==> src/hdl/mips_pkg.sv <==
package mips_pkg;

    localparam int word_w = 32;
    localparam int reg_addr_w = 5;

    localparam logic [word_w-1:0] reset_vector = 32'hbfc0_0000;
    localparam logic [word_w-1:0] halt_address = 32'h0000_0000;

    localparam logic [reg_addr_w-1:0] reg_zero = 5'd0;
    localparam logic [reg_addr_w-1:0] reg_v0 = 5'd2;

    typedef enum logic [5:0] {
        op_r     = 6'h00,
        op_j     = 6'h02,
        op_beq   = 6'h04,
        op_bne   = 6'h05,
        op_addiu = 6'h09,
        op_slti  = 6'h0a,
        op_sltiu = 6'h0b,
        op_andi  = 6'h0c,
        op_ori   = 6'h0d,
        op_xori  = 6'h0e,
        op_lui   = 6'h0f,
        op_lw    = 6'h23,
        op_sw    = 6'h2b
    } opcode_t;

    typedef enum logic [5:0] {
        fn_sll  = 6'h00,
        fn_srl  = 6'h02,
        fn_sra  = 6'h03,
        fn_jr   = 6'h08,
        fn_addu = 6'h21,
        fn_subu = 6'h23,
        fn_and  = 6'h24,
        fn_or   = 6'h25,
        fn_xor  = 6'h26,
        fn_slt  = 6'h2a,
        fn_sltu = 6'h2b
    } funct_t;

    typedef enum logic [3:0] {
        alu_add, alu_sub, alu_and, alu_or, alu_xor, alu_slt,
        alu_sltu, alu_sll, alu_srl, alu_sra, alu_lui
    } alu_op_t;

    typedef enum logic [1:0] {
        st_fetch, st_exec, st_mem, st_halted
    } cpu_state_t;

    // Instruction word seen as R, I or J format
    typedef union packed {
        struct packed {
            opcode_t               opcode;
            logic [reg_addr_w-1:0] rs;
            logic [reg_addr_w-1:0] rt;
            logic [reg_addr_w-1:0] rd;
            logic [4:0]            shamt;
            funct_t                funct;
        } r_fmt;
        struct packed {
            opcode_t               opcode;
            logic [reg_addr_w-1:0] rs;
            logic [reg_addr_w-1:0] rt;
            logic [15:0]           imm;
        } i_fmt;
        struct packed {
            opcode_t     opcode;
            logic [25:0] index;
        } j_fmt;
    } instr_t;

endpackage

==> src/hdl/mips_alu.sv <==
`timescale 1ns/10ps

module mips_alu import mips_pkg::*; (
    input  alu_op_t           alu_op,
    input  logic [word_w-1:0] a,
    input  logic [word_w-1:0] b,
    input  logic [4:0]        shamt,
    output logic [word_w-1:0] alu_result,
    output logic              branch_equal
);

    logic              less_signed;
    logic              less_unsigned;
    logic [word_w-1:0] sum;
    logic [word_w-1:0] diff;
    logic [word_w-1:0] shift_arith;

    assign sum = a + b;
    assign diff = a - b;

    assign less_signed = $signed(a) < $signed(b);
    assign less_unsigned = a < b;

    // Shifts always act on the rt operand
    assign shift_arith = $signed(b) >>> shamt;

    always_comb begin
        case (alu_op)
            alu_add:
                alu_result = sum;
            alu_sub:
                alu_result = diff;
            alu_and:
                alu_result = a & b;
            alu_or:
                alu_result = a | b;
            alu_xor:
                alu_result = a ^ b;
            alu_slt:
                alu_result = {{(word_w-1){1'b0}}, less_signed};
            alu_sltu:
                alu_result = {{(word_w-1){1'b0}}, less_unsigned};
            alu_sll:
                alu_result = b << shamt;
            alu_srl:
                alu_result = b >> shamt;
            alu_sra:
                alu_result = shift_arith;
            alu_lui:
                alu_result = {b[15:0], 16'h0000};
            default:
                alu_result = '0;
        endcase
    end

    // Control picks BEQ or BNE from this
    assign branch_equal = a == b;

endmodule

==> src/hdl/mips_control.sv <==
`timescale 1ns/10ps

module mips_control import mips_pkg::*; (
    input  logic                  clk,
    input  logic                  reset,
    output logic                  active,
    output logic [word_w-1:0]     address,
    output logic                  read,
    output logic                  write,
    output logic [word_w-1:0]     writedata,
    output logic [3:0]            byteenable,
    input  logic                  waitrequest,
    input  logic [word_w-1:0]     readdata,
    output instr_t                instr,
    output logic [reg_addr_w-1:0] rs_addr,
    output logic [reg_addr_w-1:0] rt_addr,
    input  logic [word_w-1:0]     rs_data,
    input  logic [word_w-1:0]     rt_data,
    output alu_op_t               alu_op,
    output logic [word_w-1:0]     alu_b,
    input  logic [word_w-1:0]     alu_result,
    input  logic                  branch_equal,
    output logic                  wr_en,
    output logic [reg_addr_w-1:0] wr_addr,
    output logic [word_w-1:0]     wr_data
);

    cpu_state_t        state;
    instr_t            ir;
    logic [word_w-1:0] pc;
    logic [word_w-1:0] jump_target;
    logic              delay_slot;

    logic [word_w-1:0] pc_plus4;
    logic [word_w-1:0] imm_sext;
    logic [word_w-1:0] imm_zext;
    logic [word_w-1:0] next_target;
    logic              is_j;
    logic              is_jr;
    logic              is_beq;
    logic              is_bne;
    logic              is_load;
    logic              is_store;
    logic              is_flow;
    logic              take_flow;
    logic              use_imm;
    logic              zero_ext;
    logic              reg_write;
    logic              dest_rd;
    logic              fetch_req;
    logic              aligned;

    assign pc_plus4 = pc + 32'd4;
    assign imm_sext = {{16{ir.i_fmt.imm[15]}}, ir.i_fmt.imm};
    assign imm_zext = {16'h0000, ir.i_fmt.imm};

    assign is_j = ir.j_fmt.opcode == op_j;
    assign is_jr = ir.r_fmt.opcode == op_r && ir.r_fmt.funct == fn_jr;
    assign is_beq = ir.i_fmt.opcode == op_beq;
    assign is_bne = ir.i_fmt.opcode == op_bne;
    assign is_load = ir.i_fmt.opcode == op_lw;
    assign is_store = ir.i_fmt.opcode == op_sw;
    assign is_flow = is_j || is_jr || is_beq || is_bne;
    assign take_flow = is_j || is_jr || (is_beq && branch_equal) || (is_bne && !branch_equal);

    // Branches are relative to the delay slot address
    always_comb begin
        if (is_j)
            next_target = {pc_plus4[31:28], ir.j_fmt.index, 2'b00};
        else if (is_jr)
            next_target = rs_data;
        else
            next_target = pc_plus4 + {imm_sext[29:0], 2'b00};
    end

    always_comb begin
        alu_op = alu_add;
        use_imm = 1'b1;
        zero_ext = 1'b0;
        reg_write = 1'b1;
        dest_rd = 1'b0;
        case (ir.r_fmt.opcode)
            op_r: begin
                use_imm = 1'b0;
                dest_rd = 1'b1;
                case (ir.r_fmt.funct)
                    fn_sll:  alu_op = alu_sll;
                    fn_srl:  alu_op = alu_srl;
                    fn_sra:  alu_op = alu_sra;
                    fn_addu: alu_op = alu_add;
                    fn_subu: alu_op = alu_sub;
                    fn_and:  alu_op = alu_and;
                    fn_or:   alu_op = alu_or;
                    fn_xor:  alu_op = alu_xor;
                    fn_slt:  alu_op = alu_slt;
                    fn_sltu: alu_op = alu_sltu;
                    default: reg_write = 1'b0;
                endcase
            end
            op_addiu: alu_op = alu_add;
            op_slti:  alu_op = alu_slt;
            op_sltiu: alu_op = alu_sltu;
            op_andi: begin
                alu_op = alu_and;
                zero_ext = 1'b1;
            end
            op_ori: begin
                alu_op = alu_or;
                zero_ext = 1'b1;
            end
            op_xori: begin
                alu_op = alu_xor;
                zero_ext = 1'b1;
            end
            op_lui: begin
                alu_op = alu_lui;
                zero_ext = 1'b1;
            end
            op_beq, op_bne: begin
                alu_op = alu_sub;
                use_imm = 1'b0;
                reg_write = 1'b0;
            end
            // J, loads and stores; the adder gives the effective address
            default: reg_write = 1'b0;
        endcase
    end

    assign instr = ir;
    assign rs_addr = ir.r_fmt.rs;
    assign rt_addr = ir.r_fmt.rt;
    assign alu_b = !use_imm ? rt_data : (zero_ext ? imm_zext : imm_sext);

    // Bus side, quiet while reset is held
    assign aligned = alu_result[1:0] == 2'b00;
    assign fetch_req = !reset && state == st_fetch && pc != halt_address;
    assign read = fetch_req || (!reset && state == st_mem && is_load && aligned);
    assign write = !reset && state == st_mem && is_store && aligned;
    assign address = (state == st_mem) ? alu_result : pc;
    assign writedata = rt_data;
    assign byteenable = (read || write) ? 4'b1111 : 4'b0000;

    // Register write port
    assign wr_en = (state == st_exec && reg_write)
                || (state == st_mem && is_load && aligned && !waitrequest);
    assign wr_addr = (state == st_exec && dest_rd) ? ir.r_fmt.rd : ir.i_fmt.rt;
    assign wr_data = (state == st_mem) ? readdata : alu_result;

    always_ff @(posedge clk) begin
        if (reset) begin
            state <= st_fetch;
            pc <= reset_vector;
            active <= 1'b1;
            delay_slot <= 1'b0;
        end else begin
            case (state)
                st_fetch: begin
                    if (pc == halt_address) begin
                        state <= st_halted;
                        active <= 1'b0;
                    end else if (!waitrequest) begin
                        state <= st_exec;
                    end
                end
                st_exec: begin
                    pc <= delay_slot ? jump_target : pc_plus4;
                    delay_slot <= take_flow;
                    state <= (is_load || is_store) ? st_mem : st_fetch;
                end
                st_mem: begin
                    // Misaligned access gives up after one idle cycle
                    if (!aligned || !waitrequest)
                        state <= st_fetch;
                end
                st_halted: state <= st_halted;
            endcase
        end
    end

    always_ff @(posedge clk) begin
        if (fetch_req && !waitrequest)
            ir <= readdata;
        if (state == st_exec && take_flow)
            jump_target <= next_target;
    end

    a_bus_aligned: assert property (@(posedge clk) disable iff (reset)
        (read || write) |-> address[1:0] == 2'b00);

    a_no_flow_in_slot: assert property (@(posedge clk) disable iff (reset)
        (state == st_exec && delay_slot) |-> !is_flow);

endmodule

==> src/hdl/mips_cpu_bus.sv <==
`timescale 1ns/10ps

module mips_cpu_bus import mips_pkg::*; (
    input  logic              clk,
    input  logic              reset,
    output logic              active,
    output logic [word_w-1:0] register_v0,
    output logic [word_w-1:0] address,
    output logic              read,
    output logic              write,
    output logic [word_w-1:0] writedata,
    output logic [3:0]        byteenable,
    input  logic              waitrequest,
    input  logic [word_w-1:0] readdata
);

    instr_t                instr;
    logic [reg_addr_w-1:0] rs_addr;
    logic [reg_addr_w-1:0] rt_addr;
    logic [word_w-1:0]     rs_data;
    logic [word_w-1:0]     rt_data;
    alu_op_t               alu_op;
    logic [word_w-1:0]     alu_b;
    logic [word_w-1:0]     alu_result;
    logic                  branch_equal;
    logic                  wr_en;
    logic [reg_addr_w-1:0] wr_addr;
    logic [word_w-1:0]     wr_data;

    mips_control mips_control_i (
        .clk, .reset, .active,
        .address, .read, .write, .writedata, .byteenable, .waitrequest, .readdata,
        .instr, .rs_addr, .rt_addr, .rs_data, .rt_data,
        .alu_op, .alu_b, .alu_result, .branch_equal,
        .wr_en, .wr_addr, .wr_data
    );

    mips_reg_file mips_reg_file_i (
        .clk, .reset,
        .rs_addr, .rt_addr, .rs_data, .rt_data,
        .wr_en, .wr_addr, .wr_data,
        .register_v0
    );

    // Operand a is always rs, shift amount straight from the instruction
    mips_alu mips_alu_i (
        .alu_op,
        .a            (rs_data),
        .b            (alu_b),
        .shamt        (instr.r_fmt.shamt),
        .alu_result,
        .branch_equal
    );

endmodule

==> src/hdl/mips_reg_file.sv <==
`timescale 1ns/10ps

module mips_reg_file import mips_pkg::*; (
    input  logic                  clk,
    input  logic                  reset,
    input  logic [reg_addr_w-1:0] rs_addr,
    input  logic [reg_addr_w-1:0] rt_addr,
    output logic [word_w-1:0]     rs_data,
    output logic [word_w-1:0]     rt_data,
    input  logic                  wr_en,
    input  logic [reg_addr_w-1:0] wr_addr,
    input  logic [word_w-1:0]     wr_data,
    output logic [word_w-1:0]     register_v0
);

    logic [word_w-1:0] regs [2**reg_addr_w];

    always_ff @(posedge clk) begin
        if (reset) begin
            for (int i = 0; i < 2**reg_addr_w; i++)
                regs[i] <= '0;
        end else if (wr_en && wr_addr != reg_zero) begin
            regs[wr_addr] <= wr_data;
        end
    end

    // Both read ports are combinational
    assign rs_data = regs[rs_addr];
    assign rt_data = regs[rt_addr];

    assign register_v0 = regs[reg_v0];

endmodule

==> config.mk <==
export PLATFORM = sky130hd
export DESIGN_NAME = mips_cpu_bus
export DESIGN_NICKNAME = d
export VERILOG_FILES = /design/src/hdl/mips_pkg.sv /design/src/hdl/mips_alu.sv /design/src/hdl/mips_control.sv /design/src/hdl/mips_cpu_bus.sv /design/src/hdl/mips_reg_file.sv
export SDC_FILE = /design/constraint.sdc
export NUM_CORES = 2
export LEC_CHECK = 0
export BUFFER_PORTS_ARGS = -buffer_cell sky130_fd_sc_hd__buf_2
export CORE_ASPECT_RATIO = 0.8
export CORE_MARGIN = 2
export CORE_UTILIZATION = 30
export CTS_CLUSTER_SIZE = 40
export DETAILED_ROUTE_END_ITERATION = 10
export SYNTH_ARGS = -nofsm -noshare
export SYNTH_HDL_FRONTEND = slang
export SYNTH_SLANG_ARGS = --single-unit
==> constraint.sdc <==
create_clock -name clk -period 20.5 [get_ports clk]
set_input_delay 0 -clock clk [delete_from_list [all_inputs] [get_ports clk]]
set_output_delay 0 -clock clk [all_outputs]
set_load 0.05 [all_outputs]
* Yosys cells after proc, flatten, opt, wreduce, memory -nomap -nowiden
Memory sizes are Yosys's and may differ from the RTL's. A register that Yosys moved wholly into a read port is not among the register bits.
Cells that the tools add are included.
Widths: inputs -> output; s select.
** Operators by class
- $add $sub $neg :: 4
- $lt $le $gt $ge :: 2
- Equal/unequal tests :: 38
- Shift-type cells :: 3
- Muxes and demuxes :: 31
- Bitwise logic cells :: 3
- Reduce and logical (&&, ||, !) cells :: 46
** Operators by type and width (number)
- $pmux 32 s11 :: 1
- $mux 32 :: 8
- $add 32x32->32 :: 2
- $lt 32x32->1 :: 2
- $eq 6x6->1 const B :: 9
- $eq 6x4->1 const B :: 8
- $pmux 4 s9 :: 1
- $add 32x3->32 const B :: 1
- $and 32x32->32 :: 1
- $eq 32x32->1 :: 1
- $logic_not 32->1 :: 1
- $or 32x32->32 :: 1
- $pmux 4 s8 :: 1
- $reduce_bool 32->1 :: 1
- $reduce_or 32->1 :: 1
- $shl 32x5->32 :: 1
- $shr 32x5->32 :: 1
- $sshr 32x5->32 :: 1
- $sub 32x32->32 :: 1
- $xor 32x32->32 :: 1
- $mux 5 :: 4
- $eq 6x2->1 const B :: 3
- $logic_and 1x1->1 :: 18
- $eq 4x3->1 const B :: 4
- 25 further kinds :: 54
** Word-level totals
- Register bits :: 100
- RAM bits :: 1024
- Bits of input ports :: 35
- Output and inout port bits :: 103
- Word-level logic and storage cells :: 135
- Memories :: 1
** Memory list
- mips_reg_file_i.regs :: depth 32, width 32, read ports 3, clocked after memory_dff 2, wr ports 32, RTL line mips_reg_file.sv:16 : logic [word_w-1:0] regs [2**reg_addr_w];

* Depth between registers and ports, before layout
- Depth after elaboration :: 17
- Mapped depth :: 29
- Gate-level depth less buffers :: 22

* By module
Synthesis repeated with hierarchy kept, for this count alone.
** Second synthesis, totals
- Cell total of the unflattened synthesis :: 6921
- Area, all modules :: 73180.2 um^2
** Modules (own cells, without submodules)
- mips_reg_file :: times used 1, cells each 4605, area each 56132.6 um^2, seq. area each 30749.5 um^2
- mips_control :: times used 1, cells each 1025, area each 8623.3 um^2, seq. area each 2642.5 um^2
- mips_alu :: times used 1, cells each 1291, area each 8424.3 um^2, seq. area each 0.0 um^2

* Worst setup path after synthesis
Ideal clock, no wire load.
- Path kind :: register to register
- Start :: reg with a tool-made name
- End :: mem mips_reg_file_i.regs[31][0], enable pin
- Setup time :: 0.394 ns
- Arrival time :: 7.299 ns
- Data required time :: 20.106 ns
- Path slack :: 12.807 ns
- Cell stages (with the launch flop) :: 27
- Buffers on the path :: 6
- Clock period less this slack :: 7.693 ns
- Cells stage by stage :: dfxtp_1 buf_6 buf_12 buf_6 buf_6 mux2i_1 a22oi_1 a21oi_1 nor4_1 a21oi_1 inv_1 ha_1 clkbuf_1 inv_1 a21oi_1 o31ai_1 a211oi_1 o221ai_1 o221ai_1 nor4_1 a21oi_1 nor2_1 a31oi_1 nor2_1 buf_2 nand2_1 nand2b_1
** RTL lines (RTL line)
- end: declaration :: mips_reg_file.sv:16

==> summary.txt <==
Finish
  • Footprint of the multi-input gates: about 0.035 sq mm
  • Area Overhead vs Synth: 12.4%
  • Fill cell count: about 24000
  • Layout cell share with drive strength beyond 1: between 15 and 20%
  • Fin cells: between 9000 and 10000
  • FF/Latch Area: 0.0336 sq mm
  • Nets: 6630

Setup path
  • Chain of cells forming the critical path: buf_4, buf_4, mux2i_1, a22oi_1, a21oi_1, nor4_4, nand2_1, nand2_1, ha_1, nor4_1, nand2_1, nor3_1, o221ai_1, nor4_1, a21oi_1, nor2_1, a31oi_1, nor2_1, buf_4, nand2_2, nand2b_2
  • Crit Path Class: flop to flop
  • Slowest stage delay, CP: ~1.1 ns
  • CP endpoint kind: flop
  • CP Buf/Inv Count: 3
  • Critical path arrival: 11.86 ns
  • Critical Path RT: roughly 21 ns
  • CP Launch Type: flop
  • Top cell family by delay on the critical path: simple AND/OR/NAND/NOR gates
  • CP max stage cell: nand2b_2
  • Crit path max fanout: 61

Power
  • IR drop worst, VDD: 0.0732 mV
  • Power Dens Cells: roughly 90 mW/mm^2
  • Tot Pwr: 0.00721 W
  • Leakage Power: between 20 and 30 nW

Clocking
  • CTS H-tree lvls: 3
  • Setup bufs post-CTS: 0
  • Clock Tree Buf Depth: 3
  • Clock transition at path regs: around 0.070 ns
  • Clock sinks: ~1100
  • CTS Buf Count: approximately 120
  • Skew-Pair Late Insertion Delay: ~0.80 ns
  • Clock Root Buffer: clkbuf_16
  • TritonCTS clock tree: built

Placement
  • Port Buf Inserts: 137
  • Detailed placement HPWL: 242000 um
  • Placed cells: between 9000 and 10000
  • Routability cong.: 1.07

Logic synthesis
  • Library cells used by synthesis: approximately 100
  • Avg Cell Area, Syn: around 11 sq um
  • Post-Syn Area: 0.0716 sq mm
  • Register bit total from synthesis: 1134
  • Post-synth EDFFs: around 1100
  • YS warnings: 0
  • FFs w/ async S/R, synth: 0%
  • Share of the synthesized area in the top cell type: between 40% and 50%
  • Synth top area cells: edfxtp_1, mux4_2, mux2i_1
  • Prevailing post-synth register cell: edfxtp_1
  • Seq/Total Area, Yosys: a little under half
  • Gate Count Post-Synth: around 6500
  • Synth area leader: edfxtp_1

Route
  • Drt wl/cell: between 30 and 40 um
  • Post-route ant nets: 0
  • Number of DRC markers in iteration 0: between 10000 and 15000
  • WL final: between 300000 and 400000 um
  • DRC viols: 0
  • Drt via density: ~6.2
  • TritonRoute pass-1 iters: 6
  • DR vias: 60400

Die
  • Full die area: approximately 0.24 sq mm
  • Initial Util: between 30% and 40%
  • Die W: roughly 550 um
  • I/O Pins: around 140
  • CORE AREA: ~0.24 sq mm
  • Row cnt: 160
  • Die H: about 440 um

GRT
  • Antenna violations before repair: 38
  • All-Layer GR Usage: 26.6%
  • First-pass GRT wire length: 456000 um
  • Congestion Overflow GR: 0
  • Pin count of the biggest net entering global routing: between 100 and 150
  • Number of global-route vias before repair: between 50000 and 60000

STA
  • F_max: approximately 87 MHz
  • Part of the cycle the worst path needs: 55.9%
  • Slew Limit Fails: 9
  • RSZ-0062 raised after global routing: no
  • Setup TNS Final: 0 ns
  • Max_slew headroom: -4.57%
  • Final Hold Fails: 0
  • Worst Skew: between 0.06 and 0.07 ns
  • Final setup violation count: 0
  • Tightest Pin Transition: between 1.5 and 2 ns
  • Final min period: between 10 and 15 ns

Run status
  • Status: finished with violations
  • Failing checks: max-capacitance violations, max-slew violations

Min path
  • Hold crit path type: input port to flop

Flow run
  • Max Cap Viol: 2
==> cells in the mapped netlist (12+ instances only) <==
cell       instances
or2_2             16
and3_1            24
dfxtp_1           46
a221oi_1          34
nor4_1            45
o221ai_1          42
o22ai_1           38
o211ai_1          39
o21bai_1          34
buf_8             16
buf_4             12
inv_1            121
buf_6             30
or3_1             17
o2111ai_1         13
nor2_1          1156
a211o_1           13
a21oi_1          339
edfxtp_1        1088
a31oi_1           34
o21ai_1           21
a21boi_0          12
mux4_2           312
nor4_2            14
mux2i_1          650
nand3_1           81
a21o_1            48
a22oi_1          302
nor3_1           233
ha_1             131
clkbuf_1         360
nand2b_1          73
nor2b_1           21
a211oi_1          40
nand4_1           19
buf_1             67
o21ai_0          154
xnor2_1           47
nand2_1          324
o21a_1            20
xor2_1            28
buf_2             99
o31ai_1           30
mux2_2            26
==> kinds of logic after synthesis <==
| group | after synthesis | share of synthesized area (%) |
|---|---|---|
| xor gates and xnor gates | 75 | 0.917 |
| and+or+nand+nor | 2088 | 12.9 |
| buffers and inverters | 721 | 4.76 |
| AOI/OAI and AO/OA | 1346 | 12.8 |
| adders and majority gates | 134 | 2.37 |
| muxes | 988 | 19.3 |
| other | 1 | 0.00524 |
| DFF | 1134 | 46.9 |
==> flip-flops by register name, summed over array words and instances (netlist names), named ones only <==
register and count:
mips_control_i.active 1, mips_control_i.jump_target 32, mips_control_i.pc 32, mips_control_i.state 2
mips_control_i.delay_slot 1, mips_reg_file_i.regs 1024, mips_control_i.instr 32
==> what timing repair did <==
action | CTS | global route
hold buffers | 40 | 0
endpoints found under the hold margin | 342 | 0
resized for setup | 0 | 0
==> where the power goes <==
group / internal, W / leakage [nW] / total [W] / switching, W
Sequential: 0.00262 / 11.5 / 0.00271 / 0.0000869
Combinational: 0.000599 / 15.5 / 0.00213 / 0.00153
Clock: 0.00136 / 2.03 / 0.00236 / 0.00100
Total: 0.00458 / 29.1 / 0.00721 / 0.00262
==> worst paths after layout <==
check	startpoint	end	slack [ns]	depth (start not counted)
worst max-delay path	flop	mips_reg_file_i.regs[6][17]$_SDFFCE_PN0P_	9.05	21
worst min-delay path	readdata[4]	mips_control_i.instr[4]$_DFFE_PP_	0.05	2
worst max register to register	flop	mips_reg_file_i.regs[6][17]$_SDFFCE_PN0P_	9.05	21
worst min register to register	mips_control_i.jump_target[21]$_DFFE_PP_	mips_control_i.pc[21]$_SDFFE_PP0P_	0.49	2
==> cell type report <==
cell class                 count  share of cell area (%)
clock inverter                85                    1.30
clock buffer                 140                    3.91
timing repair buffer         414                    3.68
tap                         3159                    4.91
antenna                       14                  0.0435
inverter                     129                   0.603
sequential                  1134                    41.8
multi-input combinational   4663                    43.8
==> per-stage QoR <==
step | instance area [sq um] | hold slack, ns | setup WS, ns | util (%)
after global placement | 75800 | 0.202 | 9.18 | 31.9
after floorplan | 71700 | 0.0989 | 12.81 | -
after detailed placement | 75800 | 0.204 | 9.44 | 31.9
after global routing | 80400 | 0.0395 | 8.77 | 33.9
final | 80400 | 0.0522 | 9.05 | 33.9
after CTS | 80400 | 0.00774 | 9.41 | 33.9
==> cell usage in the layout (no fill, tap or decap), types with 40 or more instances in the layout <==
| cell type | netlist | layout |
|---|---|---|
| edfxtp_1 | 1088 | 1088 |
| ha_1 | 131 | 130 |
| nor3_1 | 233 | 231 |
| nand2b_1 | 73 | 40 |
| dfxtp_1 | 46 | 40 |
| a21oi_1 | 339 | 337 |
| inv_1 | 121 | 119 |
| buf_2 | 99 | 136 |
| nand2_1 | 324 | 315 |
| mux2i_1 | 650 | 641 |
| a21o_1 | 48 | 46 |
| buf_4 | 12 | 229 |
| clkbuf_16 | 0 | 120 |
| xnor2_1 | 47 | 47 |
| dlygate4sd3_1 | 0 | 40 |
| nand3_1 | 81 | 80 |
| nor2_1 | 1156 | 1149 |
| o21ai_0 | 154 | 154 |
| o221ai_1 | 42 | 42 |
| mux4_2 | 312 | 312 |
| a22oi_1 | 302 | 302 |
==> routing by layer <==
| layer | share of wire (%) | vias up | track usage [%] |
|---|---|---|---|
| li1 | - | 24600 | - |
| met1 | 43 | 30900 | 39.0 |
| met2 | 40 | 4404 | 36.8 |
| met3 | 13 | 567 | 7.53 |
| met4 | 4.1 | 18 | 9.30 |
| met5 | 0.035 | - | 0 |
Power figures use the tool's default switching activity.
